--- config.mk ---
export PLATFORM = sky130hd
export DESIGN_NAME = mem_line_buffer
export DESIGN_NICKNAME = d
export VERILOG_FILES = /design/src/mem_pkg.sv /design/src/mem_line_buffer.sv /design/src/mem_byte_shift.sv
export SDC_FILE = /design/constraint.sdc
export NUM_CORES = 1
export LEC_CHECK = 0
export BUFFER_PORTS_ARGS = -buffer_cell sky130_fd_sc_hd__buf_4
export CELL_PAD_IN_SITES_DETAIL_PLACEMENT = 1
export CELL_PAD_IN_SITES_GLOBAL_PLACEMENT = 1
export CORE_MARGIN = 3
export CORE_UTILIZATION = 42
export DETAILED_ROUTE_END_ITERATION = 16
export PLACE_DENSITY_LB_ADDON = 0.1
export SLEW_MARGIN = 20
export SYNTH_ARGS = -nofsm -noshare
export SYNTH_HDL_FRONTEND = slang
export SYNTH_SLANG_ARGS = --single-unit
export TNS_END_PERCENT = 10
--- constraint.sdc ---
create_clock -name bus_clk -period 3.8 [get_ports bus_clk]
set_clock_uncertainty 0.05 [all_clocks]
set_input_delay 1.14 -clock bus_clk [delete_from_list [all_inputs] [get_ports bus_clk]]
set_output_delay 1.14 -clock bus_clk [all_outputs]
set_load 0.05 [all_outputs]
--- src/mem_pkg.sv ---
// Shared widths, bus request and drive structs, buffer control struct
// and the bus controller state encoding
`default_nettype none

package mem_pkg;

   typedef logic [15:0]  byte_addr_t;
   typedef logic [31:0]  beat_t;
   typedef logic [127:0] block_t;
   typedef logic [255:0] line_t;
   typedef logic [11:0]  xfer_size_t;
   typedef logic [1:0]   beat_idx_t;
   typedef logic [3:0]   byte_ofs_t;

   // Every transfer on the bus moves one 16-byte block
   localparam xfer_size_t BLOCK_BYTES = 12'd16;

   typedef struct packed {
      logic       sel;
      logic       rw;
      byte_addr_t addr;
      beat_t      data;
   } bus_req_t;

   typedef struct packed {
      logic       drive;
      beat_t      data;
      xfer_size_t size;
      logic       rw;
      logic       ack;
   } bus_drv_t;

   typedef struct packed {
      logic      capture_beat;
      beat_idx_t beat_idx;
      logic      load_rd;
      logic      drive_beat;
   } mem_ctrl_t;

   // One-hot state encoding
   typedef enum logic [5:0] {
      IDLE  = 6'b00_0001,
      ST_BR = 6'b00_0010,
      MSTR  = 6'b00_0100,
      ST_WR = 6'b00_1000,
      SLV   = 6'b01_0000,
      ST_RD = 6'b10_0000
   } ctrl_state_t;

endpackage

`default_nettype wire
--- src/mem_line_buffer.sv ---
// Write block and read block buffers, read alignment shift
// and beat selection for the bus data lines
`timescale 1ns/1ns
`default_nettype none

module mem_line_buffer import mem_pkg::*;
(
   input  logic      bus_clk,
   input  logic      rst_n,
   input  mem_ctrl_t ctrl,
   input  beat_t     bus_data,
   input  line_t     ram_rdata,
   input  logic      ram_half,
   input  byte_ofs_t shift_ofs,
   output block_t    wr_block,
   output beat_t     drive_data
);

   block_t wr_block_q;
   block_t rd_block_q;
   block_t rd_half;
   block_t rd_shifted;

   // One 32-bit lane per captured beat, others hold
   always_ff @(posedge bus_clk or negedge rst_n)
   begin
      if (!rst_n)
         wr_block_q <= '0;
      else if (ctrl.capture_beat)
         wr_block_q[ctrl.beat_idx * 32 +: 32] <= bus_data;
   end

   assign wr_block = wr_block_q;

   // Pick the addressed half of the line
   assign rd_half = ram_half ? ram_rdata[255:128] : ram_rdata[127:0];

   mem_byte_shift u_shift
   (
      .din    (rd_half),
      .amount (shift_ofs),
      .dout   (rd_shifted)
   );

   always_ff @(posedge bus_clk or negedge rst_n)
   begin
      if (!rst_n)
         rd_block_q <= '0;
      else if (ctrl.load_rd)
         rd_block_q <= rd_shifted;
   end

   // Data lines stay at zero when the unit does not own them
   always_comb
   begin
      if (ctrl.drive_beat)
         drive_data = rd_block_q[ctrl.beat_idx * 32 +: 32];
      else
         drive_data = '0;
   end

endmodule

`default_nettype wire

--- src/mem_byte_shift.sv ---
// Byte left shifter for a 128-bit block, zero fill
`timescale 1ns/1ns
`default_nettype none

module mem_byte_shift import mem_pkg::*;
(
   input  block_t    din,
   input  byte_ofs_t amount,
   output block_t    dout
);

   block_t shifted [16];
   block_t level1 [4];

   // All sixteen candidate shifts
   for (genvar i = 0; i < 16; i++)
   begin : g_shift
      assign shifted[i] = din << (8 * i);
   end

   // First level picks within a group of four on amount[1:0]
   for (genvar j = 0; j < 4; j++)
   begin : g_level1
      assign level1[j] = shifted[4 * j + int'(amount[1:0])];
   end

   // Second level picks the group
   assign dout = level1[amount[3:2]];

endmodule

`default_nettype wire

### Yosys cells after proc, flatten, opt, wreduce, memory -nomap -nowiden

Index checks and enable logic that the tools add are counted.

| storage, ports and cells | value |
|---|---|
| register bits | 256 |
| input bits | 300 |
| output and inout bits | 160 |
| logic and storage cells | 37 |

| cells by class | value |
|---|---|
| add/subtract/negate cells | 4 |
| magnitude comparators | 5 |
| shifts and indexed selects | 3 |
| multiplexer cells | 18 |
| bitwise operators | 5 |

Operators by type and width:

| cell | number |
|---|---|
| binary-select mux 128 bit (select 4 bit) | 4 |
| two-way mux 128 bit | 11 |
| binary-select mux 128 bit (select 2 bit) | 1 |
| bitwise mux 128 bit | 1 |
| greater-or-equal comparator 32 x 5 -> 1 bit, second input constant | 4 |
| variable shift 32 x 34 -> 128 bit, first input constant | 1 |
| variable part select 128 x 8 -> 32 bit | 1 |
| variable part select 32 x 34 -> 128 bit | 1 |
| inverter 5 -> 32 bit | 2 |
| negation 7 -> 34 bit | 1 |
| two-way mux 32 bit | 1 |
| inverter 2 -> 32 bit | 1 |
| inverter 32 bit | 1 |
| adder 4 x 2 -> 5 bit, first input constant | 2 |
| adder 3 x 2 -> 4 bit, first input constant | 1 |
| greater-or-equal comparator 3 bit, second input constant | 1 |
| inverter 2 -> 3 bit | 1 |

### Depth between registers and ports, before layout

Gate-level depths: netlist of run 1.

| depth | value |
|---|---|
| depth after elaboration | 8 |
| gate-level depth with buffers | 10 |

### Cells and area by module

Synthesis of run 1 repeated with hierarchy kept, for this count alone.

| unflattened totals | value |
|---|---|
| cell total of the unflattened synthesis | 1667 |
| area, all modules | 18353.9 um^2 |

By module, submodules not included:

| module | instances | cells each | area each (um^2) | seq. area each (um^2) |
|---|---|---|---|---|
| mem_line_buffer | 1 | 986 | 13006.2 | 6406.1 |
| mem_byte_shift | 1 | 681 | 5347.6 | 0.0 |

### Least setup slack after synthesis of run 1

OpenSTA, ideal clock, no wires.

| timing path | value |
|---|---|
| path type | input port to output port |
| start | input port ctrl[2] in the netlist's numbering |
| end | output port drive_data[7] |
| arrival time | 2.452 ns |
| setup slack | 0.158 ns |
| stages | 4 |
| path buffers | 2 |
| path through | buf_2 > buf_2 > mux4_2 > and2_1 |

| on the way | value |
|---|---|
| cells in the longest elaborated chain, start to end | 2 |

Ends and longest elaborated chain:

| what | RTL line | text |
|---|---|---|
| start, declared | mem_line_buffer.sv:10 | `input mem_ctrl_t ctrl,` |
| variable part select 128 x 8 -> 32 bit | mem_line_buffer.sv:57 | `drive_data = rd_block_q[ctrl.beat_idx * 32 +: 32];` |
| two-way mux 32 bit | mem_line_buffer.sv:56 | `if (ctrl.drive_beat)` |
| end, declared | mem_line_buffer.sv:16 | `output beat_t drive_data` |

Every way passes these cells.

### Worst setup path after layout of run 1

Ends and elaborated chain as after synthesis.

==> results of run 1 <==
-- layout make-up --
| class | instances | area share (%) |
|---|---|---|
| diodes | 1 | 0.0108 |
| clock buffers | 37 | 3.27 |
| clock inverters | 9 | 0.349 |
| inverters | 12 | 0.194 |
| multi-input cells | 1198 | 46.6 |
| flip-flops and latches | 256 | 27.5 |
| well taps | 577 | 3.10 |
| repair buffers | 565 | 18.9 |
-- power by group through the flow --
| stage | clock, mW | sequential [mW] | combinational (mW) |
|---|---|---|---|
| 2_1_floorplan | 0 | 3.41 | 1.35 |
| 3_3_place_gp | 0 | 3.21 | 2.76 |
| 3_5_place_dp | 0 | 3.21 | 2.81 |
| 4_1_cts | 2.59 | 3.17 | 2.82 |
| 5_1_grt | 2.71 | 3.19 | 3.01 |
| 6_report | 2.56 | 3.18 | 2.88 |
-- metal layers --
| metal | up-vias | global-route usage (%) |
|---|---|---|
| met5 | - | 0 |
| met4 | 0 | 10.0 |
| met3 | 113 | 7.81 |
| met2 | 1103 | 57.4 |
| met1 | 9313 | 53.3 |
| li1 | 7351 | - |
-- state kept, by name, summed over array words and instances, names as in the netlist --
signal and cells:
rd_block_q 128, wr_block 128
-- kinds of logic after synthesis --
| group | Yosys count | synth area share, % |
|---|---|---|
| AOI/OAI and AO/OA | 501 | 21.8 |
| adders and majority gates | 5 | 0.344 |
| buffers and inverters | 175 | 5.47 |
| DFF | 256 | 35.2 |
| muxes | 374 | 28.3 |
| and+or+nand+nor | 318 | 8.95 |
-- path summary, 6_finish.rpt --
path | endpoint | depth (start not counted)
min in group asynchronous | wr_block[72] | 1
min reg2reg | rd_block_q[48] | 1
max | drive_data[7] | 5
max reg2reg | rd_block_q[113] | 5
max in group asynchronous | rd_block_q[58] | 2
min | rd_block_q[48] | 1
-- stage by stage --
stage          hold WS [ps]  util [%]
2_1_floorplan           402         -
3_3_place_gp            420      52.9
3_5_place_dp            424      52.9
4_1_cts                 441      54.9
5_1_grt                 469      54.9
6_report                445      54.9
-- worst register-to-register path: cells and delay by family, from the launching register on --
kind,cells,cell delay (ps)
AOI/OAI and AO/OA,3,930
DFF,1,420
and+or+nand+nor,2,640
-- placed cells by master (no fill, tap or decap), types with 8 or more instances in the layout --
cell type	instances
sky130_fd_sc_hd__inv_1	8
sky130_fd_sc_hd__or3_1	10
sky130_fd_sc_hd__o22ai_1	35
sky130_fd_sc_hd__a21oi_1	25
sky130_fd_sc_hd__and2_1	48
sky130_fd_sc_hd__a22oi_1	54
sky130_fd_sc_hd__clkbuf_16	26
sky130_fd_sc_hd__mux2i_1	233
sky130_fd_sc_hd__nor3_1	15
sky130_fd_sc_hd__a2111oi_0	16
sky130_fd_sc_hd__mux2_2	32
sky130_fd_sc_hd__mux4_2	109
sky130_fd_sc_hd__o21ai_0	44
sky130_fd_sc_hd__o211ai_1	17
sky130_fd_sc_hd__dfrtp_1	256
sky130_fd_sc_hd__nand3_1	11
sky130_fd_sc_hd__a221oi_1	25
sky130_fd_sc_hd__buf_4	550
sky130_fd_sc_hd__o2bb2ai_1	46
sky130_fd_sc_hd__a22o_1	142
sky130_fd_sc_hd__a221o_1	14
sky130_fd_sc_hd__nor2b_1	30
sky130_fd_sc_hd__nand2_1	122
sky130_fd_sc_hd__nor2_1	26
sky130_fd_sc_hd__a31oi_1	12
sky130_fd_sc_hd__o221ai_1	19
sky130_fd_sc_hd__a21o_1	8
sky130_fd_sc_hd__o31a_1	8
sky130_fd_sc_hd__nand4_1	13
sky130_fd_sc_hd__buf_12	11
sky130_fd_sc_hd__and3_1	8
==> results.sh, run 1 <==
export IMPL_max_clock_path_buffers=3
export IMPL_final_net_count=2364
export IMPL_rrSetupSlack_ps=1640
export IMPL_min_path_type="reg -> reg"
export IMPL_grt_max_degree=71
export IMPL_report_final_setup_viol=0
export IMPL_gate_power_share_pct=33.4
export IMPL_synthToLayoutAreaGrowth_pct=27.9
export IMPL_cellLeakagePower_nw=10.9
export IMPL_clock_tree_from_tritoncts="built"
export IMPL_final_seq_area_um2=6410
export IMPL_worstSetupStartpoint="ctrl[2]"
export IMPL_die_height_um=214
export IMPL_routedLengthMet1_um=37200
export IMPL_period_needed_ps=3630
export IMPL_initial_core_util_pct=42.9
export IMPL_drc=0
export IMPL_power_share_sequential_pct=36.8
export IMPL_ir_worst_vdd_mv=0.353
export IMPL_final_hold_viol_count=0
export IMPL_max_slew_worst_pin_slew_ps=867
export IMPL_i_o_pin_count=460
export IMPL_critPathCaptureType="output pin"
export IMPL_drtIter0Drc=2018
export IMPL_critical_path_top_delay_family="buffers and inverters"
export IMPL_max_slew_margin_pct=42.1
export IMPL_critical_path_required_ps=2610
export IMPL_synthesis_nets=1934
export IMPL_sw_frac_of_total_pct=35.4
export IMPL_fmaxAchievable_mhz=276
export IMPL_cpMaxStageDelayCell="sky130_fd_sc_hd__mux4_2"
export IMPL_number_of_synthesized_flops_with_an_enable_pin=0
export IMPL_timing_critical_path_cells="buf_4 -> buf_12 -> mux4_2 -> and2_1 -> buf_4"
export IMPL_aggregate_routed_wire_length_um=87600
export IMPL_cts_clk_slew_worst_paths_ps=60
export IMPL_first_global_vias=18400
export IMPL_seq_total_area_yosys_pct=35.2
export IMPL_post_cts_setup_buffer_count=0
export IMPL_grt_ovfl_total=0
export IMPL_synth_top_cell_area_share_pct=35.2
export IMPL_dpl_cell_area_um2=22400
export IMPL_worstSetupStartpointType="input port"
export IMPL_layout_cell_area_non_filler_um2=23300
export IMPL_htree_num_levels=1
export IMPL_num_vias=17900
export IMPL_worstPathArrival_ps=2440
export IMPL_status="completed"
export IMPL_p_sw_mw=3.05
export IMPL_dp_hpwl_um=69500
export IMPL_floorplan_rows=75
export IMPL_tritoncts_num_sinks=256
export IMPL_setup_worst_path_class="in -> out"
export IMPL_grt_setup_unrepaired="no"
export IMPL_fillCellCount=4631
export IMPL_synth_cell_types=66
export IMPL_yosys_warnings=0
export IMPL_place_congestion=0.984
export IMPL_yosys_top_cells_area="sky130_fd_sc_hd__dfrtp_1 (35%), sky130_fd_sc_hd__mux4_2 (13%), sky130_fd_sc_hd__mux2i_1 (13%)"
export IMPL_synth_flop_cell="sky130_fd_sc_hd__dfrtp_1"
export IMPL_placement_io_buffers=459
export IMPL_die_x_um=214
export IMPL_met2WireLength_um=39100
export IMPL_synth_area_um2=18200
export IMPL_clockRootBuffer="sky130_fd_sc_hd__clkbuf_16"
export IMPL_buffers_plus_inverters_on_the_worst_setup_path=3
export IMPL_clk_insertion_delay_late_ps=530
export IMPL_first_pass_iters=5
export IMPL_cp_common_cell="sky130_fd_sc_hd__buf_4"
export IMPL_grt_first_pass_wirelength_um=130000
export IMPL_synth_largest_area_cell="sky130_fd_sc_hd__dfrtp_1"
export IMPL_met3_wire_length_um=8710
export IMPL_hold_buffer_count_at_cts=0
export IMPL_grt_total_usage_pct=37.1
export IMPL_holdCritStartpoint="rd_block_q[48]"
export IMPL_yosysMostFrequentCell="sky130_fd_sc_hd__dfrtp_1"
export IMPL_powerDensity_nw_per_um2=370
export IMPL_multiInputGateArea_um2=10900
export IMPL_crit_reg2reg_launch="rd_block_q[113]"
export IMPL_routedWlPerCell_um=33.0
export IMPL_post_layout_total_power_mw=8.62
export IMPL_core_region_area_um2=42400
export IMPL_preCtsSetupSlack_ps=155
export IMPL_critical_path_max_stage_delay_ps=520
export IMPL_cap_violations=0
export IMPL_synthesis_instances=1629
export IMPL_viasPerCell=6.73
export IMPL_synth_ff_latch_count=256
export IMPL_antenna_found_initial=1
export IMPL_cts_resized=0
export IMPL_layoutNonFillerInstCount=2655
export IMPL_setup_total_negative_slack_ps=0
export IMPL_timing_final_ws_setup_ps=173
export IMPL_synth_async_sr_flop_share_pct=100
export IMPL_top_layer_used="met4"
export IMPL_maxSlewViolCount=0
export IMPL_pwr_share_clk_pct=29.7
export IMPL_drive_above_1_share_pct=37.5
export IMPL_total_die_area_um2=45900
export IMPL_antenna_violating_nets_post_route=0
export IMPL_timing_critical_path_fanout_max=16
export IMPL_numCtsBuffers=26
export IMPL_avgSynthCellArea_um2=11.2
export IMPL_synthTopCellsByCount="sky130_fd_sc_hd__dfrtp_1 (256), sky130_fd_sc_hd__mux2i_1 (233), sky130_fd_sc_hd__a22o_1 (142)"
export IMPL_place_detailed_instances=2608
export IMPL_timing_final_crit_share_pct=95.5
export IMPL_power_internal_mw=5.57
(Power assumes the default switching activity.)
==> inputs of run 2 (changes only) <==
--- a/config.mk
+++ b/config.mk
@@ -5,11 +5,12 @@
 export SDC_FILE = /design/constraint.sdc
 export NUM_CORES = 1
 export LEC_CHECK = 0
+export ABC_AREA = 1
 export BUFFER_PORTS_ARGS = -buffer_cell sky130_fd_sc_hd__buf_4
 export CELL_PAD_IN_SITES_DETAIL_PLACEMENT = 1
 export CELL_PAD_IN_SITES_GLOBAL_PLACEMENT = 1
 export CORE_MARGIN = 3
-export CORE_UTILIZATION = 42
+export CORE_UTILIZATION = 37
 export DETAILED_ROUTE_END_ITERATION = 16
 export PLACE_DENSITY_LB_ADDON = 0.1
 export SLEW_MARGIN = 20
==> run 2 against run 1 <==
Global-route usage shrank 1.6 points. Clock power grew 14%. First-iteration DRC count grew 23%. Via count grew 14%. Non-clock buffer count shrank 62. Register-to-register slack gained 1300 ps. Synthesized cell count grew 50%. Die area grew 2.9%. Setup slack gained 130 ps. Sequential power shrank 2%. Area after synthesis shrank 9.2%. Largest power group unchanged.
==> results.sh, run 2 <==
export IMPL_maxSlewViolCount=0
export IMPL_number_of_synthesized_flops_with_an_enable_pin=0
export IMPL_setup_worst_path_class="in -> out"
export IMPL_synthToLayoutAreaGrowth_pct=29.0
export IMPL_ir_worst_vdd_mv=0.327
export IMPL_cellLeakagePower_nw=10.4
export IMPL_aggregate_routed_wire_length_um=86100
export IMPL_min_path_type="in -> async"
export IMPL_routedLengthMet1_um=35500
export IMPL_antenna_violating_nets_post_route=0
export IMPL_setup_total_negative_slack_ps=0
export IMPL_synthTopCellsByCount="sky130_fd_sc_hd__nand3_1 (899), sky130_fd_sc_hd__nand2_1 (593), sky130_fd_sc_hd__dfrtp_1 (256)"
export IMPL_met3_wire_length_um=6600
export IMPL_worstPathArrival_ps=2310
export IMPL_drtIter0Drc=2481
export IMPL_yosys_top_cells_area="sky130_fd_sc_hd__dfrtp_1 (39%), sky130_fd_sc_hd__nand3_1 (27%), sky130_fd_sc_hd__nand2_1 (13%)"
export IMPL_synth_ff_latch_count=256
export IMPL_yosys_warnings=0
export IMPL_most_common_layout_cells="sky130_fd_sc_hd__nand3_1 (899), sky130_fd_sc_hd__nand2_1 (593), sky130_fd_sc_hd__buf_4 (485)"
export IMPL_synth_area_um2=16500
export IMPL_i_o_pin_count=460
export IMPL_reg2reg_depth=2
export IMPL_report_final_setup_viol=0
export IMPL_avgSynthCellArea_um2=6.74
export IMPL_grt_total_usage_pct=35.5
export IMPL_clk_insertion_delay_late_ps=580
export IMPL_num_vias=20300
export IMPL_core_region_area_um2=43600
export IMPL_grt_ovfl_total=0
export IMPL_first_pass_iters=6
export IMPL_powerDensity_nw_per_um2=399
export IMPL_seq_total_area_yosys_pct=38.8
export IMPL_antenna_cells=0
export IMPL_timing_final_crit_share_pct=92.1
export IMPL_htree_num_levels=1
export IMPL_synth_largest_area_cell="sky130_fd_sc_hd__dfrtp_1"
export IMPL_clock_tree_from_tritoncts="built"
export IMPL_critical_path_required_ps=2610
export IMPL_timing_critical_path_cells="buf_4 -> buf_6 -> nor2_1 -> nor2_1 -> o21ai_0 -> a21oi_1 -> buf_4"
export IMPL_grt_first_pass_wirelength_um=129000
export IMPL_status="completed"
export IMPL_placement_io_buffers=459
export IMPL_total_die_area_um2=47200
export IMPL_layout_commonest_cell="sky130_fd_sc_hd__nand3_1"
export IMPL_dp_hpwl_um=65800
export IMPL_synth_async_sr_flop_share_pct=100
export IMPL_max_slew_margin_pct=27.7
export IMPL_viasPerCell=5.99
export IMPL_yosysMostFrequentCell="sky130_fd_sc_hd__nand3_1"
export IMPL_crit_reg2reg_launch="rd_block_q[112]"
export IMPL_routedWlPerCell_um=25.4
export IMPL_period_needed_ps=3500
export IMPL_drive_above_1_share_pct=20.1
export IMPL_fillCellCount=5658
export IMPL_timing_critical_path_fanout_max=63
export IMPL_rrSetupSlack_ps=2980
export IMPL_die_x_um=217
export IMPL_max_clock_path_buffers=3
export IMPL_cpMaxStageDelayCell="sky130_fd_sc_hd__buf_6"
export IMPL_tritoncts_num_sinks=256
export IMPL_fmaxAchievable_mhz=286
export IMPL_cap_violations=0
export IMPL_critical_path_max_stage_delay_ps=330
export IMPL_synthesis_instances=2449
export IMPL_post_cts_setup_buffer_count=0
export IMPL_first_global_vias=20600
export IMPL_grt_setup_unrepaired="no"
export IMPL_met2WireLength_um=39900
export IMPL_final_hold_viol_count=0
export IMPL_initial_core_util_pct=37.9
export IMPL_top_layer_used="met4"
export IMPL_grt_max_degree=138
export IMPL_synthesis_nets=2754
export IMPL_synth_cell_types=21
export IMPL_layout_cell_area_non_filler_um2=21300
export IMPL_dpl_cell_area_um2=20300
export IMPL_floorplan_rows=76
export IMPL_die_height_um=217
export IMPL_final_net_count=3084
export IMPL_worstSetupStartpointType="input port"
export IMPL_clockRootBuffer="sky130_fd_sc_hd__clkbuf_16"
export IMPL_max_slew_worst_pin_slew_ps=1080
export IMPL_synth_top_cell_area_share_pct=38.8
export IMPL_numCtsBuffers=30
export IMPL_synth_flop_cell="sky130_fd_sc_hd__dfrtp_1"
export IMPL_drc=0
export IMPL_rr_endpoint="rd_block_q[112]"
export IMPL_antenna_found_initial=0
export IMPL_cts_clk_slew_worst_paths_ps=60
export IMPL_critPathCaptureType="output pin"
export IMPL_place_congestion=0.969
## run 2: logic make-up after synthesis
family,share of synthesized area (%)
flops,38.8
compound gates,10.6
fa+ha+maj,0.379
simple gates,43.0
buf+inv,7.20
## run 2: what timing repair did
item,in CTS,in global routing
resized for setup,0,1
hold endpoints to repair,0,0
hold buffers,0,0
setup endpoints to repair,0,1
## run 2: cell type report
class | count | area, µm² | share of cell area (%)
Clock buffer | 39 | 845 | 3.96
Clock inverter | 17 | 146 | 0.687
Inverter | 69 | 265 | 1.24
Multi-Input combinational cell | 1919 | 8930 | 41.9
Sequential cell | 256 | 6410 | 30.1
Tap cell | 585 | 732 | 3.43
Timing Repair Buffer | 503 | 3990 | 18.7
## run 2: how the worst max path moves through the flow
stage | startpoint | end | slack, ps | cells past startpoint
after global routing | ctrl[2] | drive_data[17] | 80 | 7
after detailed placement | ctrl[2] | drive_data[17] | 170 | 7
after global placement | ctrl[2] | drive_data[19] | 250 | 7
after CTS | ctrl[2] | drive_data[17] | 170 | 7
after floorplan | ctrl[3] | drive_data[26] | 60 | 6
final | ctrl[2] | drive_data[18] | 300 | 7
## run 2: metal layers
layer  up-vias  track usage [%]
met2       973             58.2
met5         -                0
met3       179             5.26
met4         0             14.3
met1     10000             47.3
li1       9096                -
## run 2: report_power, final
group,total [mW],internal (mW),leakage [nW],switching (mW)
Clock,2.91,1.64,0.489,1.27
Sequential,3.13,2.95,3.41,0.174
Combinational,2.46,0.760,6.45,1.70
Total,8.50,5.36,10.4,3.14
## run 2: stage by stage
stage | hold WS, ps | power, mW | cells | utilization (%) | setup slack, ps
2_1_floorplan | 394 | 4.50 | 2449 | - | 55.5
3_3_place_gp | 413 | 5.54 | 3332 | 46.6 | 251
3_5_place_dp | 417 | 5.59 | 3332 | 46.6 | 173
4_1_cts | 418 | 8.49 | 3388 | 48.9 | 167
5_1_grt | 440 | 8.82 | 3388 | 48.9 | 84.7
6_report | 421 | 8.50 | 3388 | 48.9 | 298
## run 2: worst max-delay path, delay by kind of cell
family | cells | cell delay, ps
buf+inv | 3 | 670
compound gates | 2 | 300
simple gates | 2 | 180
