$ cat src/mem_pkg.sv
// Shared widths, bus request and drive structs, buffer control struct
// and the bus controller state encoding
`default_nettype none

package mem_pkg;

   typedef logic [15:0]  byte_addr_t;
   typedef logic [31:0]  beat_t;
   typedef logic [127:0] block_t;
   typedef logic [255:0] line_t;
   typedef logic [11:0]  xfer_size_t;
   typedef logic [1:0]   beat_idx_t;
   typedef logic [3:0]   byte_ofs_t;

   // Every transfer on the bus moves one 16-byte block
   localparam xfer_size_t BLOCK_BYTES = 12'd16;

   typedef struct packed {
      logic       sel;
      logic       rw;
      byte_addr_t addr;
      beat_t      data;
   } bus_req_t;

   typedef struct packed {
      logic       drive;
      beat_t      data;
      xfer_size_t size;
      logic       rw;
      logic       ack;
   } bus_drv_t;

   typedef struct packed {
      logic      capture_beat;
      beat_idx_t beat_idx;
      logic      load_rd;
      logic      drive_beat;
   } mem_ctrl_t;

   // One-hot state encoding
   typedef enum logic [5:0] {
      IDLE  = 6'b00_0001,
      ST_BR = 6'b00_0010,
      MSTR  = 6'b00_0100,
      ST_WR = 6'b00_1000,
      SLV   = 6'b01_0000,
      ST_RD = 6'b10_0000
   } ctrl_state_t;

endpackage

`default_nettype wire
$ cat src/mem_bus_fsm.sv
// Bus controller FSM with transfer size counter, registered br and ack,
// and the checks on the other bus agents
`timescale 1ns/1ns
`default_nettype none

module mem_bus_fsm import mem_pkg::*;
#(
   parameter int MEM_LINES = 64
)
(
   input  logic                         bus_clk,
   input  logic                         rst_n,
   input  bus_req_t                     bus_in,
   input  logic                         bg,
   output logic                         br,
   output mem_ctrl_t                    ctrl,
   output logic [$clog2(MEM_LINES)-1:0] ram_index,
   output logic                         ram_half,
   output logic                         ram_we,
   output logic                         ram_re,
   output logic                         ack,
   output byte_ofs_t                    shift_ofs
);

   localparam int IDX_W = $clog2(MEM_LINES);
   localparam xfer_size_t BEAT_BYTES = 12'd4;

   ctrl_state_t state_q;
   ctrl_state_t state_d;
   xfer_size_t  size_q;
   byte_addr_t  addr_q;
   logic        rw_q;
   logic        beat_step;
   logic        last_beat;
   logic        ack_d;

   // Transfer sequencing
   always_comb
   begin
      state_d = state_q;
      case (state_q)
         IDLE:
            if (bus_in.sel)
               state_d = bus_in.rw ? SLV : ST_RD;
         SLV:
            if (last_beat)
               state_d = ST_WR;
         ST_WR:
            state_d = IDLE;
         ST_RD:
            state_d = ST_BR;
         ST_BR:
            if (bg)
               state_d = MSTR;
         MSTR:
            if (last_beat)
               state_d = IDLE;
         default:
            state_d = IDLE;
      endcase
   end

   always_ff @(posedge bus_clk or negedge rst_n)
   begin
      if (!rst_n)
      begin
         state_q <= IDLE;
         addr_q  <= '0;
         rw_q    <= 1'b0;
      end
      else
      begin
         state_q <= state_d;
         // Address and direction only latch on a select seen in IDLE
         if (state_q == IDLE && bus_in.sel)
         begin
            addr_q <= bus_in.addr;
            rw_q   <= bus_in.rw;
         end
      end
   end

   // Size counts down 16, 12, 8, 4 while beats move
   assign beat_step = (state_q == SLV) || (state_q == MSTR);
   assign last_beat = (size_q == BEAT_BYTES);

   always_ff @(posedge bus_clk or negedge rst_n)
   begin
      if (!rst_n)
         size_q <= '0;
      else if (state_q == IDLE && bus_in.sel)
         size_q <= BLOCK_BYTES;
      else if (beat_step)
         size_q <= size_q - BEAT_BYTES;
   end

   // Write ack lands in ST_WR, read ack on the fourth driven beat
   assign ack_d = (state_q == SLV && last_beat) ||
                  (state_q == MSTR && size_q == 2 * BEAT_BYTES);

   always_ff @(posedge bus_clk or negedge rst_n)
   begin
      if (!rst_n)
      begin
         br  <= 1'b0;
         ack <= 1'b0;
      end
      else
      begin
         br  <= (state_d == ST_BR);
         ack <= ack_d;
      end
   end

   always_comb
   begin
      ctrl.capture_beat = (state_q == SLV);
      // As the size falls the buffer lane rises
      ctrl.beat_idx     = beat_idx_t'((BLOCK_BYTES - size_q) >> 2);
      ctrl.load_rd      = (state_q == ST_BR);
      ctrl.drive_beat   = (state_q == MSTR);
   end

   assign ram_index = addr_q[5 +: IDX_W];
   assign ram_half  = addr_q[4];
   assign shift_ofs = addr_q[3:0];
   assign ram_we    = (state_q == ST_WR) && rw_q;
   assign ram_re    = (state_q == ST_RD) && !rw_q;

   // Bus agents may only select the unit while it is idle
   sel_only_in_idle: assert property (
      @(posedge bus_clk) disable iff (!rst_n)
      bus_in.sel |-> state_q == IDLE
   ) else $error("select received outside IDLE");

   // Writes always cover a whole aligned half-line
   write_aligned: assert property (
      @(posedge bus_clk) disable iff (!rst_n)
      (bus_in.sel && bus_in.rw) |-> bus_in.addr[3:0] == 4'h0
   ) else $error("write address has a nonzero byte offset");

endmodule

`default_nettype wire

$ cat config.mk
export PLATFORM = sky130hd
export DESIGN_NAME = mem_bus_fsm
export DESIGN_NICKNAME = d
export VERILOG_FILES = /design/src/mem_pkg.sv /design/src/mem_bus_fsm.sv
export SDC_FILE = /design/constraint.sdc
export NUM_CORES = 1
export LEC_CHECK = 0
export ABC_AREA = 1
export BUFFER_PORTS_ARGS = -buffer_cell sky130_fd_sc_hd__buf_2
export CELL_PAD_IN_SITES_DETAIL_PLACEMENT = 1
export CELL_PAD_IN_SITES_GLOBAL_PLACEMENT = 1
export CORE_MARGIN = 1
export CORE_UTILIZATION = 28
export DETAILED_ROUTE_END_ITERATION = 8
export PLACE_DENSITY = 0.77
export SYNTH_ARGS = -nofsm -noshare
export SYNTH_HDL_FRONTEND = slang
export SYNTH_SLANG_ARGS = --single-unit
$ cat constraint.sdc
create_clock -name bus_clk -period 4.35 [get_ports bus_clk]
set_clock_uncertainty 0.15 [all_clocks]
set_input_delay 0.2175 -clock bus_clk [delete_from_list [all_inputs] [get_ports bus_clk]]
set_output_delay 0.2175 -clock bus_clk [all_outputs]
set_load 0.01 [all_outputs]
# Word-level counts from Yosys, hierarchy flattened
# Index checks and enable logic that the tools add are counted.
[word_totals] output_inout_bits=20 register_bits=32 in_bits=53
[classes] add_sub_neg=2 n_reduce_logical=9 eq_ne=9 n_mux=8
[ops] op="2-to-1 mux 6 bit" n=5
[ops] op="case mux 6 bit (5 select lines)" n=1
[ops] op="2-to-1 mux 12 bit" n=2
[ops] op="equality test 12 x 3 -> 1 bit (second input constant)" n=1
[ops] op="equality test 12 x 4 -> 1 bit (second input constant)" n=1
[ops] op="equality test 6 x 2 -> 1 bit (second input constant)" n=2
[ops] op="subtractor 12 x 3 -> 12 bit (second input constant)" n=1
[ops] op="equality test 6 x 1 -> 1 bit (second input constant)" n=1
[ops] op="equality test 6 x 3 -> 1 bit (second input constant)" n=1
[ops] op="equality test 6 x 4 -> 1 bit (second input constant)" n=1
[ops] op="equality test 6 x 5 -> 1 bit (second input constant)" n=1
[ops] op="equality test 6 bit (second input constant)" n=1
[ops] op="logical AND 1 bit" n=5
[ops] op="subtractor 1 x 4 -> 4 bit (first input constant)" n=1
[ops] op="logical OR 1 bit" n=2
[ops] op="nonzero test 2 bit" n=1
[ops] op="logical NOT 1 bit" n=1

# Logic depth before layout (Yosys ltp)
# Gate-level depths: netlist of run 1.
[logic_depth] word_depth=4 depth_mapped=7 depth_no_buf=7

# Worst setup path after synthesis of run 1
# Ideal clock, no wire load.
[synth_path] kind="register to register" start="register size_q[2]" end="register size_q[10]" setup_ns=0.065 required_ns=4.135 synth_period_minus_slack_ns=1.451 arrival_ns=1.236 n_path_buf=0 stages_incl_launch_ff=8 slack_ns=2.899 path_cell_list="dfrtp_1 > inv_1 > ha_1 > nand2_1 > nor2_1 > xor2_1 > nand3_1 > nand2_1"
[synth_between] elab_chain_len=3
[synth_lines] element="from (decl)" line_no="mem_bus_fsm.sv:30" source="xfer_size_t size_q;"
[synth_lines] element="from (signal assigned)" line_no="mem_bus_fsm.sv:94" source="size_q <= size_q - BEAT_BYTES;"
[synth_lines] element="subtractor 12 x 3 -> 12 bit" line_no="mem_bus_fsm.sv:94"
[synth_lines] element="2-to-1 mux 12 bit" line_no="mem_bus_fsm.sv:93" source="else if (beat_step)"
[synth_lines] element="2-to-1 mux 12 bit" line_no="mem_bus_fsm.sv:91" source="else if (state_q == IDLE && bus_in.sel)"
# No other way between the ends. The select of a mux whose other input is x is not followed.
# A chain may end at the register's enable or synchronous reset.

# Worst setup path in the final report of run 1
[layout_path] start="register state_q[0]" end="register size_q[9]"
[layout_between] elab_chain_len=3 elab_cells_between_ends=7
[layout_lines] element="from (decl)" line_no="mem_bus_fsm.sv:28" source="ctrl_state_t state_q;"
[layout_lines] element="from (signal assigned)" line_no="mem_bus_fsm.sv:73" source="state_q <= state_d;"
[layout_lines] element="equality test 6 x 1 -> 1 bit (tied with other cells)" line_no="mem_bus_fsm.sv:91"
[layout_lines] element="logical AND 1 bit or logical OR 1 bit (tied branches)" line_no="mem_bus_fsm.sv:91, mem_bus_fsm.sv:84"
[layout_lines] element="2-to-1 mux 12 bit or nonzero test 2 bit (tied branches)"
# Several ways; a longest one is shown, not always the timed one.

==> run summary, run 1 <==
========================================================================================================
Clock buffer depth                                                                                     2
Post-detailed-placement half-perimeter wirelength                                                2950 um
Final Setup Violations                                                                                 0
# fillers                                                                                            651
Cells traversed along the worst timing path                                                 inv_2 -> nor2_2 -> nand4_2 -> inv_2 -> nor2_2 -> nand2_1 -> o21ai_1
Clock sink count                                                                                      30
Average cell area after synthesis                                                              8.02 um^2
Utilization after layout                                                                           38.2%
Total CTS buffers                                                                                      5
Number of antenna violations at the first check in global routing                                      0
Combinational cell fraction of total power                                                         47.4%
Number of library cell types mapped by synthesis                                                      23
Result of the run                                                                           finished clean
Post-detailed-route DRC marker count                                                                   0
Area taken by flip-flops and latches                                                            752 um^2
Worst path slowest cell                                                                          dfstp_2
Cell area after technology mapping                                                             1520 um^2
Chip Width                                                                                       75.8 um
Flip-flop and latch count after synthesis                                                             30
Critical path's top delay family                                                            simple AND/OR/NAND/NOR gates
Number of cell instances on the worst register-to-register path                                        7
Fraction of power consumed by the clock network                                                    17.2%
Buffers added on ports                                                                                35
Wire length per cell after detailed routing                                                      13.3 um
Final critical-path share of the clock period                                                      52.4%
Worst EP required                                                                                4.36 ns
Internal power of the cells                                                                     0.746 mW
Iter 0 DRT Violations                                                                                 43
Worst setup path category                                                                   flip-flop to flip-flop
Residual antenna-violating net count after detailed routing                                            0
Final Hold Slack                                                                              0.00433 ns
Area used by multi-input combinational logic                                                    666 um^2
Switch Pwr                                                                                      0.609 mW
Count of standard-cell rows                                                                           26
Data arrival time of the critical path                                                           2.29 ns
Initial core utilization                                                                           29.5%
Worst slew slack as a fraction of its limit                                                        54.0%
Logic depth of the worst setup path including buffers                                                  7
Number of pins exceeding their max-slew limit in the final report                                      0
Via count of the first global-routing pass                                                         1,513
Gate Count Post-Synth                                                                                190
Crit path time final                                                                             2.28 ns
Seq/Total Area, Yosys                                                                              49.3%
R2r setup slk                                                                                    2.07 ns
Maximum vdd ir drop                                                                               232 uV
Setup repair after global routing missed its margin                                                   no
Hold wc startpoint                                                                                    bg
Number of vias after detailed routing                                                              1,445
Number of detailed-route iterations in the first pass                                                  4
Critical path buffer and inverter count                                                                2
Full die area                                                                                  5740 um^2
Yosys synthesis warning count                                                                          0
Most frequent standard cell in the layout excluding fill and tap cells                           nand2_1
Area inside the core boundary                                                                  5170 um^2
Leading cell types in the layout, fill and taps excluded                                    60 x nand2_1, 35 x buf_2, 29 x dfrtp_1
Chip Height                                                                                      75.8 um
CTS HTree Levels                                                                                       2
Wire length of the first global-routing pass                                                     7150 um
First element of the critical path                                                            state_q[0]
Crit path launch type                                                                          flip-flop
Pin count of the biggest net entering global routing                                                  31
Worst-path maximum fanout                                                                             21
Boundary pin count                                                                                    73
Clock network latency to the later pin of the worst-skew pair                                    0.28 ns
Post-detailed-route via-to-cell ratio                                                               4.65
Post-layout total power                                                                          1.36 mW
Critical path's largest stage delay                                                              0.55 ns
Endpoint kind of the worst setup timing path                                                   flip-flop
Setup crit end                                                                                 size_q[9]
Register share of total power                                                                      35.3%
Clk root buf                                                                                    clkbuf_8
Total routing usage reported by global routing                                                     17.0%
Fmax                                                                                           0.439 GHz
Total negative slack for setup checks                                                               0 ns
Reg2Reg Capture Point                                                                          size_q[9]
Hold Crit Class                                                                             input pin to flip-flop
Fraction of power spent switching nets                                                             45.0%
Post-CTS clock slew at the launch and capture registers of the worst setup and hold paths        0.06 ns
Total congestion overflow                                                                              0
Syn Nets                                                                                             246
NumNets Final                                                                                        296
Final hold violation count                                                                             0
Growth of design area from synthesis to finish                                                     29.6%
Layout cell share with drive strength beyond 1                                                     23.2%
Leak                                                                                             1.07 nW
Aggregate routed wire length                                                                     4130 um
Cell Pwr Density                                                                             687 nW/um^2
Worst R2R Start                                                                               state_q[0]
Weighted congestion at the end of routability-driven global placement                              0.797
Diodes inserted                                                                                        0
Clock tree from TritonCTS                                                                            yes
Max-cap violations                                                                                     0
Transition time at the pin with the least slew margin                                           0.690 ns
========================================================================================================
[layer usage]
metal	vias to the layer above	GRT usage [%]	share of wire, %
met5	-	0	0
li1	701	-	-
met2	36	29.6	51
met1	699	20.0	43
met4	0	7.61	2.3
met3	9	3.70	3.6
[sequential cells by signal (all words and copies together) (netlist names)]
| register | flops |
|---|---|
| ack | 1 |
| size_q | 10 |
| br | 1 |
| addr_q | 11 |
| state_q | 6 |
| rw_q | 1 |
[per-stage QoR]
stage | worst slack (ns) | cells | instance area, um^2
final | 2.07 | 311 | 1970
after global placement | 2.08 | 291 | 1760
after CTS | 2.04 | 311 | 1970
after floorplan | 2.90 | 190 | 1520
after global routing | 1.86 | 311 | 1970
after detailed placement | 2.05 | 291 | 1760
[synth_stat cells]
master / count / share of area, %
a21oi_1: 2 / 0.66
buf_2: 1 / 0.33
buf_4: 2 / 0.98
clkbuf_1: 1 / 0.25
dfrtp_1: 29 / 48
dfstp_2: 1 / 1.7
ha_1: 3 / 2.5
inv_1: 19 / 4.7
inv_2: 3 / 0.74
nand2_1: 60 / 15
nand2_2: 1 / 0.41
nand2_4: 1 / 0.74
nand3_1: 11 / 3.6
nand3_2: 1 / 0.66
nand4_1: 8 / 3.3
nand4_2: 2 / 1.6
nor2_1: 18 / 4.4
nor2_2: 3 / 1.2
nor2_4: 2 / 1.5
nor4_1: 1 / 0.41
o21ai_0: 9 / 3.0
o21ai_1: 8 / 2.6
xor2_1: 4 / 2.3
[how the worst min path moves through the flow]
stage / to / cells past startpoint
2_1_floorplan: ack / 0
3_3_place_gp: ack / 1
3_5_place_dp: size_q[10] / 1
4_1_cts: br / 2
5_1_grt: state_q[1] / 2
6_report: br / 2
[timing repair]
| item | CTS | global route |
|---|---|---|
| hold buffers | 12 | 0 |
| buffers inserted | 0 | 0 |
| gates resized for setup | 0 | 0 |
| endpoints found under the hold margin | 40 | 0 |
[power by group through the flow]
| stage | Sequential (mW) | Clock (mW) | Combinational, mW |
|---|---|---|---|
| detailed placement | 0.485 | 0 | 0.641 |
| global placement | 0.481 | 0 | 0.611 |
| global route | 0.494 | 0.255 | 0.739 |
| CTS | 0.481 | 0.241 | 0.656 |
| finish | 0.479 | 0.234 | 0.643 |
| floorplan | 0.491 | 0 | 0.438 |
[logic make-up after synthesis]
| logic type | share of synthesized area [%] |
|---|---|
| AO/OA/AOI/OAI | 6.24 |
| XOR/XNOR | 2.30 |
| adder cells (fa/ha/maj) | 2.46 |
| buffers and inverters | 6.98 |
| flip-flops | 49.3 |
| AND/OR/NAND/NOR | 32.7 |
[final cells by class]
type	count	share of cell area [%]
multi-input cells	134	33.7
clock buffers	7	4.37
flip-flops and latches	30	38.1
inverters	22	4.18
repair buffers	47	15.0
well taps	70	4.44
clock inverters	1	0.253
No activity file was read; power rests on OpenSTA's default activity.
==> run 2: changes to the inputs <==
Settings changed: PLACE_DENSITY 0.77 to 0.8.
Clock period 4.35 ns to 2 ns, I/O delays scaled along.
==> run 2 against run 1 <==
First-iteration DRC count fell by 26%. Largest cell class unchanged. Via count rose by 2.0%. Final cell count rose by 1.3%. Highest routed layer unchanged. Utilization rose by 1.1 points. Clock power rose by 140%. Register-to-register slack got worse by 1.8 ns. Global-route usage rose by 0.89 points. Non-clock buffer count rose by 4. Setup slack got worse by 1.8 ns. Final area rose by 2.9%. Sequential power rose by 120%.
==> run summary, run 2 (same netlist as run 1, synthesis figures left out) <==
========================================================================================================
Result of the run                                                                           finished clean
Full die area                                                                                  5740 um^2   unchanged
Crit path setup slack, layout                                                                   0.277 ns   -1.79 ns
Critical path's largest stage delay                                                              0.49 ns   -0.06 ns
Data arrival time of the critical path                                                           1.47 ns   -0.82 ns
Crit path launch type                                                                          flip-flop
Most frequent standard cell in the layout excluding fill and tap cells                           nand2_1
Clock tree from TritonCTS                                                                            yes
Leak                                                                                             1.10 nW   +2.4%
Logic depth of the worst setup path including buffers                                                  3   -4
Clock buffer depth                                                                                     2   unchanged
Area inside the core boundary                                                                  5170 um^2   unchanged
Area used by multi-input combinational logic                                                    666 um^2   unchanged
Iter 0 DRT Violations                                                                                 32   -26%
Total congestion overflow                                                                              0   unchanged
Post-layout total power                                                                          3.07 mW   +130%
Wire length of the first global-routing pass                                                     7420 um   +3.9%
Growth of design area from synthesis to finish                                                     33.3%
Largest registers ranked by flip-flop count                                                 addr_q x11, size_q x10, state_q x6
Worst slew slack as a fraction of its limit                                                        54.5%   +0.48 points
Cells traversed along the worst timing path                                                 inv_1 -> ha_1 -> buf_2
Setup repair after global routing missed its margin                                                   no
Combinational cell fraction of total power                                                         47.1%   -0.3 points
Via count of the first global-routing pass                                                         1,576   +4.2%
Leading cell types in the layout, fill and taps excluded                                    60 x nand2_1, 35 x buf_2, 29 x dfrtp_1
Number of detailed-route iterations in the first pass                                                  4   unchanged
Chip Height                                                                                      75.8 um   unchanged
Critical path's top delay family                                                              flip-flops
Weighted congestion at the end of routability-driven global placement                              0.838   +5.2%
Chip Width                                                                                       75.8 um   unchanged
Register share of total power                                                                      34.3%   -1.0 points
NumNets Final                                                                                        300   +1.4%
Internal power of the cells                                                                      1.71 mW   +130%
# fillers                                                                                            652   +0.15%
Maximum vdd ir drop                                                                               798 uV   +240%
Clk root buf                                                                                    clkbuf_8
Post-detailed-route DRC marker count                                                                   0   unchanged
Aggregate routed wire length                                                                     4260 um   +3.2%
Number of pins exceeding their max-slew limit in the final report                                      0   unchanged
R2r setup slk                                                                                    0.28 ns   -1.79 ns
Flip-flop count of the largest register after layout                                                  11   unchanged
Clock sink count                                                                                      30   unchanged
Post-place instance area                                                                       1770 um^2   +0.43%
Fraction of power consumed by the clock network                                                    18.6%   +1.4 points
Critical path buffer and inverter count                                                                2   unchanged
Switch Pwr                                                                                       1.36 mW   +120%
Post-route design area                                                                         2030 um^2   +2.9%
Worst-path maximum fanout                                                                              7   -67%
Quantity of gates resized following cts                                                                0   unchanged
Initial core utilization                                                                           29.5%   unchanged
Boundary pin count                                                                                    73   unchanged
Crit path time final                                                                             1.72 ns
Hold Crit Class                                                                             input pin to async pin
Final critical-path share of the clock period                                                      86.2%
CTS HTree Levels                                                                                       2   unchanged
Count of standard-cell rows                                                                           26   unchanged
Number of antenna violations at the first check in global routing                                      0   unchanged
Cell Pwr Density                                                                            1510 nW/um^2   +120%
Register ranked first by flip-flop count                                                          addr_q
Max-cap violations                                                                                     0   unchanged
Total negative slack for setup checks                                                               0 ns   unchanged
Clock network latency to the later pin of the worst-skew pair                                    0.28 ns   about the same
Number of vias after detailed routing                                                              1,474   +2.0%
Endpoint kind of the worst setup timing path                                                primary output
Area taken by flip-flops and latches                                                            752 um^2   unchanged
Pin count of the biggest net entering global routing                                                  31   unchanged
Final hold violation count                                                                             0   unchanged
Layout cell share with drive strength beyond 1                                                     23.7%   +0.44 points
Total routing usage reported by global routing                                                     17.9%   +0.89 points
Wire length per cell after detailed routing                                                      13.5 um   +1.9%
Number of cell instances on the worst register-to-register path                                        7   unchanged
Transition time at the pin with the least slew margin                                           0.683 ns   -0.00716 ns
Setup repair bufs after CTS                                                                            0   unchanged
Buffers added on ports                                                                                35   unchanged
Fraction of power spent switching nets                                                             44.4%   -0.55 points
Post-detailed-route via-to-cell ratio                                                               4.68   +0.71%
Pre-CTS WS                                                                                      0.298 ns   -1.75 ns
Fmax                                                                                           0.580 GHz
Worst setup path category                                                                   flip-flop to primary output
Final Hold Slack                                                                                0.241 ns   +0.237 ns
Residual antenna-violating net count after detailed routing                                            0   unchanged
Worst path slowest cell                                                                          dfrtp_1
Post-CTS clock slew at the launch and capture registers of the worst setup and hold paths        0.06 ns   about the same
Worst EP required                                                                                1.75 ns   -2.61 ns
Total CTS buffers                                                                                      5   unchanged
Diodes inserted                                                                                        0   unchanged
Final Setup Violations                                                                                 0   unchanged
Post-detailed-placement half-perimeter wirelength                                                2920 um   -1.1%
========================================================================================================
## run 2: worst register-to-register path: cells and delay by family, from the launching register on
kind,cells,cell delay [ns]
xor+xnor,1,0.16
fa+ha+maj,1,0.26
buf+inv,1,0.20
flops,1,0.47
simple gates,4,0.42
## run 2: metrics by stage
step | instances | util, %
floorplan | 190 | -
global placement | 292 | 34.2
detailed placement | 292 | 34.2
CTS | 315 | 39.3
global route | 315 | 39.3
finish | 315 | 39.3
## run 2: worst paths after layout
path | startpoint | to
max in group asynchronous | rst_n | addr_q[6]
min reg2reg | addr_q[0] | addr_q[0]
max | size_q[2] | ctrl[3]
min | rst_n | br
min in group bus_clk | addr_q[0] | addr_q[0]
max reg2reg | size_q[2] | size_q[10]
## run 2: routing by layer
metal / vias to the layer above / share of wire [%] / global-route usage [%]
li1: 713 / - / -
met1: 720 / 42 / 20.3
met2: 32 / 52 / 31.4
met3: 9 / 3.7 / 5.42
met4: 0 / 2.3 / 7.00
met5: - / 0 / 0
## run 2: timing repair
action / in CTS / in global routing
setup endpoints to repair: 0 / 0
hold buffers: 15 / 0
endpoints found under the hold margin: 47 / 0
## run 2: final cells by class
cell class / instances / area share, %
multi-input combinational: 134 / 32.8
tap: 70 / 4.31
sequential: 30 / 37.0
inverter: 22 / 4.07
clock buffer: 8 / 5.42
timing repair buffer: 51 / 16.4
## run 2: power by group through the flow
stage,Sequential (mW),Clock (mW),Combinational [mW]
final,1.05,0.571,1.45
after global routing,1.09,0.618,1.64
after CTS,1.05,0.587,1.44
after detailed placement,1.06,0,1.41
after global placement,1.05,0,1.34
after floorplan,1.07,0,0.952
==> run 3: changes to the inputs <==
Settings changed: ABC_AREA 1 to unset, PLACE_DENSITY 0.8 to 0.79.
==> run 3 against run 2 <==
The run now ends with setup timing left. Routed wire length shrank 6.4%. Flip-flop and latch count is the same. Clock power shrank 11%. Non-clock buffer count grew 20. Die area shrank 6.2%. First-iteration DRC count grew 72%. Critical path depth grew 1. Fmax shrank 24%. Count of clock-buffer cells in the layout shrank 2. Final cell count shrank 7.9%.
==> run summary, run 3 <==
========================================================================================================
Syn Nets                                                                                             209   -15%
Total CTS buffers                                                                                      5   unchanged
Wire length of the first global-routing pass                                                     6760 um   -9.0%
Number of library cell types mapped by synthesis                                                      35   +52%
Total routing usage reported by global routing                                                     17.1%   -0.77 points
Ys flop type                                                                                     dfrtp_1
Critical path's largest stage delay                                                              0.54 ns   +0.05 ns
Synthesized-area fraction occupied by ao, oa, aoi and oai cells                                    9.65%   +3.4 points
Basic-gate share of the synthesized area counting and, or, nand and nor cells                      27.9%   -4.8 points
Utilization after layout                                                                           43.7%   +4.5 points
Boundary pin count                                                                                    73   unchanged
Main combinational cell family by area after synthesis                                      simple AND/OR/NAND/NOR gates
Synthesized-area fraction occupied by xor and xnor cells                                           2.46%   +0.16 points
Hold wc startpoint                                                                            bus_in[49]
Worst hold path endpoint                                                                      state_q[0]
Max-cap violations                                                                                     0   unchanged
Final Hold Slack                                                                                0.120 ns   -0.121 ns
Hold Crit Class                                                                             input pin to flip-flop
Seq/Total Area, Yosys                                                                              52.7%   +3.4 points
Crit path setup slack, layout                                                                  -0.253 ns   -0.530 ns
Via count of the first global-routing pass                                                         1,447   -8.2%
Initial core utilization                                                                           29.6%   +0.15 points
Growth of design area from synthesis to finish                                                     47.7%
Pre-CTS WS                                                                                     -0.258 ns   -0.556 ns
CTS HTree Levels                                                                                       2   unchanged
Clock tree from TritonCTS                                                                            yes
Critical path's top delay family                                                            simple AND/OR/NAND/NOR gates
Gate Count Post-Synth                                                                                153   -19%
Crit path launch type                                                                          flip-flop
Cell Pwr Density                                                                            1250 nW/um^2   -17%
Pin count of the biggest net entering global routing                                                  31   unchanged
Most common library cells after synthesis                                                   39 x nand2_1, 29 x dfrtp_1, 8 x o21ai_0
Area inside the core boundary                                                                  4820 um^2   -6.9%
Yosys synthesis warning count                                                                          0   unchanged
Cell area after technology mapping                                                             1430 um^2   -6.4%
Cells traversed along the worst timing path                                                 or4_4 -> or4_4 -> or3b_4 -> a22o_2
Post-CTS clock slew at the launch and capture registers of the worst setup and hold paths        0.06 ns   about the same
Number of cell instances on the worst register-to-register path                                        4   -3
Area share of the largest cell type after synthesis                                                50.9%   +3.3 points
Largest registers ranked by flip-flop count                                                 addr_q x11, size_q x10, state_q x6
Buffers added on ports                                                                                35   unchanged
Combinational cell fraction of total power                                                         44.5%   -2.6 points
Diodes inserted                                                                                        0   unchanged
Worst R2R Start                                                                                size_q[7]
Failing checks                                                                              setup timing
Leading cell types in the layout, fill and taps excluded                                    39 x nand2_1, 35 x buf_2, 29 x dfrtp_1
Internal power of the cells                                                                      1.62 mW   -5.2%
Post-Layout Cell Count                                                                               290   -7.9%
Layout cell share with drive strength beyond 1                                                     37.2%   +14 points
Flip-flop and latch count after synthesis                                                             30   unchanged
Wire length per cell after detailed routing                                                      13.7 um   +1.6%
Post-layout total power                                                                          2.63 mW   -14%
Endpoint kind of the worst setup timing path                                                   flip-flop
Count of standard-cell rows                                                                           25   -3.8%
Aggregate routed wire length                                                                     3980 um   -6.4%
EDFF count, synth                                                                                      0   unchanged
Chip Width                                                                                       73.4 um   -3.2%
Transition time at the pin with the least slew margin                                           0.679 ns   -0.00352 ns
Clock network latency to the later pin of the worst-skew pair                                    0.28 ns   about the same
Average cell area after synthesis                                                              9.32 um^2   +16%
Most common cell in the synthesized netlist                                                      nand2_1
Clock sink count                                                                                      30   unchanged
Fraction of power spent switching nets                                                             38.5%   -5.9 points
Maximum vdd ir drop                                                                               515 uV   -35%
Number of detailed-route iterations in the first pass                                                  4   unchanged
Post-detailed-route DRC marker count                                                                   0   unchanged
Number of pins exceeding their max-slew limit in the final report                                      0   unchanged
Worst slew slack as a fraction of its limit                                                        54.7%   +0.23 points
Fmax                                                                                           0.444 GHz   -24%
Mux contribution to synthesized area                                                              0.702%   +0.70 points
Post-detailed-placement half-perimeter wirelength                                                2760 um   -5.4%
Number of antenna violations at the first check in global routing                                      0   unchanged
Fraction of power consumed by the clock network                                                    19.4%   +0.8 points
Cell Count Post-Placement                                                                            262   -10%
Result of the run                                                                           finished with violations
Most area-hungry cell type in the Yosys netlist                                                  dfrtp_1
Flip-flop count of the largest register after layout                                                  11   unchanged
Critical path buffer and inverter count                                                                0   -2
Setup repair after global routing missed its margin                                                  yes
Share of synthesized registers carrying an async set or reset                                       100%   unchanged
Crit path time final                                                                             2.25 ns   +0.530 ns
Worst EP required                                                                                2.02 ns   +0.27 ns
Register ranked first by flip-flop count                                                          addr_q
Final Setup Violations                                                                                 9   +9
Post-detailed-route via-to-cell ratio                                                               4.74   +1.4%
Data arrival time of the critical path                                                           2.27 ns   +0.80 ns
Register share of total power                                                                      36.1%   +1.8 points
Post-Synth Adder-Cell Area                                                                         2.63%   +0.17 points
Residual antenna-violating net count after detailed routing                                            0   unchanged
NumNets Final                                                                                        278   -7.3%
Worst-path maximum fanout                                                                              4   -3
Most frequent standard cell in the layout excluding fill and tap cells                           nand2_1
Final hold violation count                                                                             0   unchanged
Clk root buf                                                                                    clkbuf_8
Worst path most repeated cell                                                                      or4_4
Reg2Reg Capture Point                                                                         state_q[2]
R2r setup slk                                                                                   -0.25 ns   -0.53 ns
Iter 0 DRT Violations                                                                                 55   +72%
Full die area                                                                                  5380 um^2   -6.2%
Worst path slowest cell                                                                            or4_4
Chip Height                                                                                      73.4 um   -3.2%
Worst setup path category                                                                   flip-flop to flip-flop
Clock buffer depth                                                                                     2   unchanged
Total congestion overflow                                                                              0   unchanged
Leak                                                                                             1.03 nW   -6.6%
Number of vias after detailed routing                                                              1,376   -6.6%
Number of stages on the worst hold path                                                                4
Cell types with the largest area share after synthesis                                      dfrtp_1 51%, nand2_1 10%, o21ai_0 2.8%, ha_1 2.6%, xor2_1 2.5%
Weighted congestion at the end of routability-driven global placement                              0.804   -4.0%
Final critical-path share of the clock period                                                       113%   +27 points
Switch Pwr                                                                                       1.01 mW   -26%
========================================================================================================
run 3: cell types whose count changed in the layout (fill, tap and decap cells not counted), sizes merged, moves of 3 or more:
cell / delta
inv: -17
o21ai: -9
nand4: -8
buf: +21
o211ai: +3
o31ai: +3
nand3: -7
nand2: -23
nor2: -17
nor4: +5
or3: +4
nor3: +6
or4: +3
run 3: area by class of cell:
class	instances	area (um^2)
clock inverter	2	12.5
clock buffer	6	82.6
fill	608	2710
timing repair buffer	71	500
multi-input combinational	109	657
inverter	5	18.8
tap	67	83.8
sequential	30	752
run 3: per-stage QoR:
stage,setup TNS (ns),cell area (um^2)
after global routing,-3.08,2110
after CTS,-1.17,2070
final,-1.27,2110
after global placement,-0.903,1780
after floorplan,-0.929,1430
after detailed placement,-1.23,1780
run 3: power by group through the flow:
stage / registers (mW) / clock network, mW / logic [mW]
2_1_floorplan: 0.981 / 0 / 0.572
3_3_place_gp: 0.945 / 0 / 1.04
3_5_place_dp: 0.952 / 0 / 1.08
4_1_cts: 0.946 / 0.530 / 1.15
5_1_grt: 0.977 / 0.560 / 1.30
6_report: 0.950 / 0.511 / 1.17
run 3: cell families (layout without fill, tap and decap cells):
group           after synthesis  after routing
simple gates                 79             79
mux                           1              1
xor+xnor                      4              4
buf+inv                      14             84
flops                        30             30
fa+ha+maj                     3              3
compound gates               22             22
run 3: worst max-delay path by stage:
stage          startpoint         end  slack (ns)  cells past startpoint
2_1_floorplan   size_q[5]  state_q[4]       -0.26                      4
3_3_place_gp    size_q[7]  state_q[4]       -0.22                      4
3_5_place_dp    size_q[7]  state_q[2]       -0.26                      4
4_1_cts         size_q[7]  state_q[2]       -0.24                      4
5_1_grt         size_q[7]  state_q[2]       -0.30                      4
6_report        size_q[7]  state_q[2]       -0.25                      4
run 3: timing repair:
| action | 4_1_cts | 5_1_grt |
|---|---|---|
| gates resized for setup | 7 | 7 |
| cloned | 0 | 0 |
| endpoints found under the setup margin | 9 | 28 |
| setup buffers | 4 | 2 |
| hold buffers | 14 | 0 |
| pin swaps | 3 | 2 |
| endpoints found under the hold margin | 44 | 0 |
run 3: worst register-to-register path: cells and delay by family (launching register included):
| kind | cells | cell delay (ns) |
|---|---|---|
| simple gates | 3 | 1.38 |
| flops | 1 | 0.38 |
| compound gates | 1 | 0.24 |
run 3: layer usage:
| metal | vias up | GRT usage [%] | wire length (um) |
|---|---|---|---|
| met5 | - | 0 | 0 |
| met4 | 0 | 7.26 | 59 |
| li1 | 664 | - | - |
| met2 | 30 | 29.8 | 1990 |
| met3 | 5 | 4.12 | 112 |
| met1 | 677 | 20.1 | 1820 |
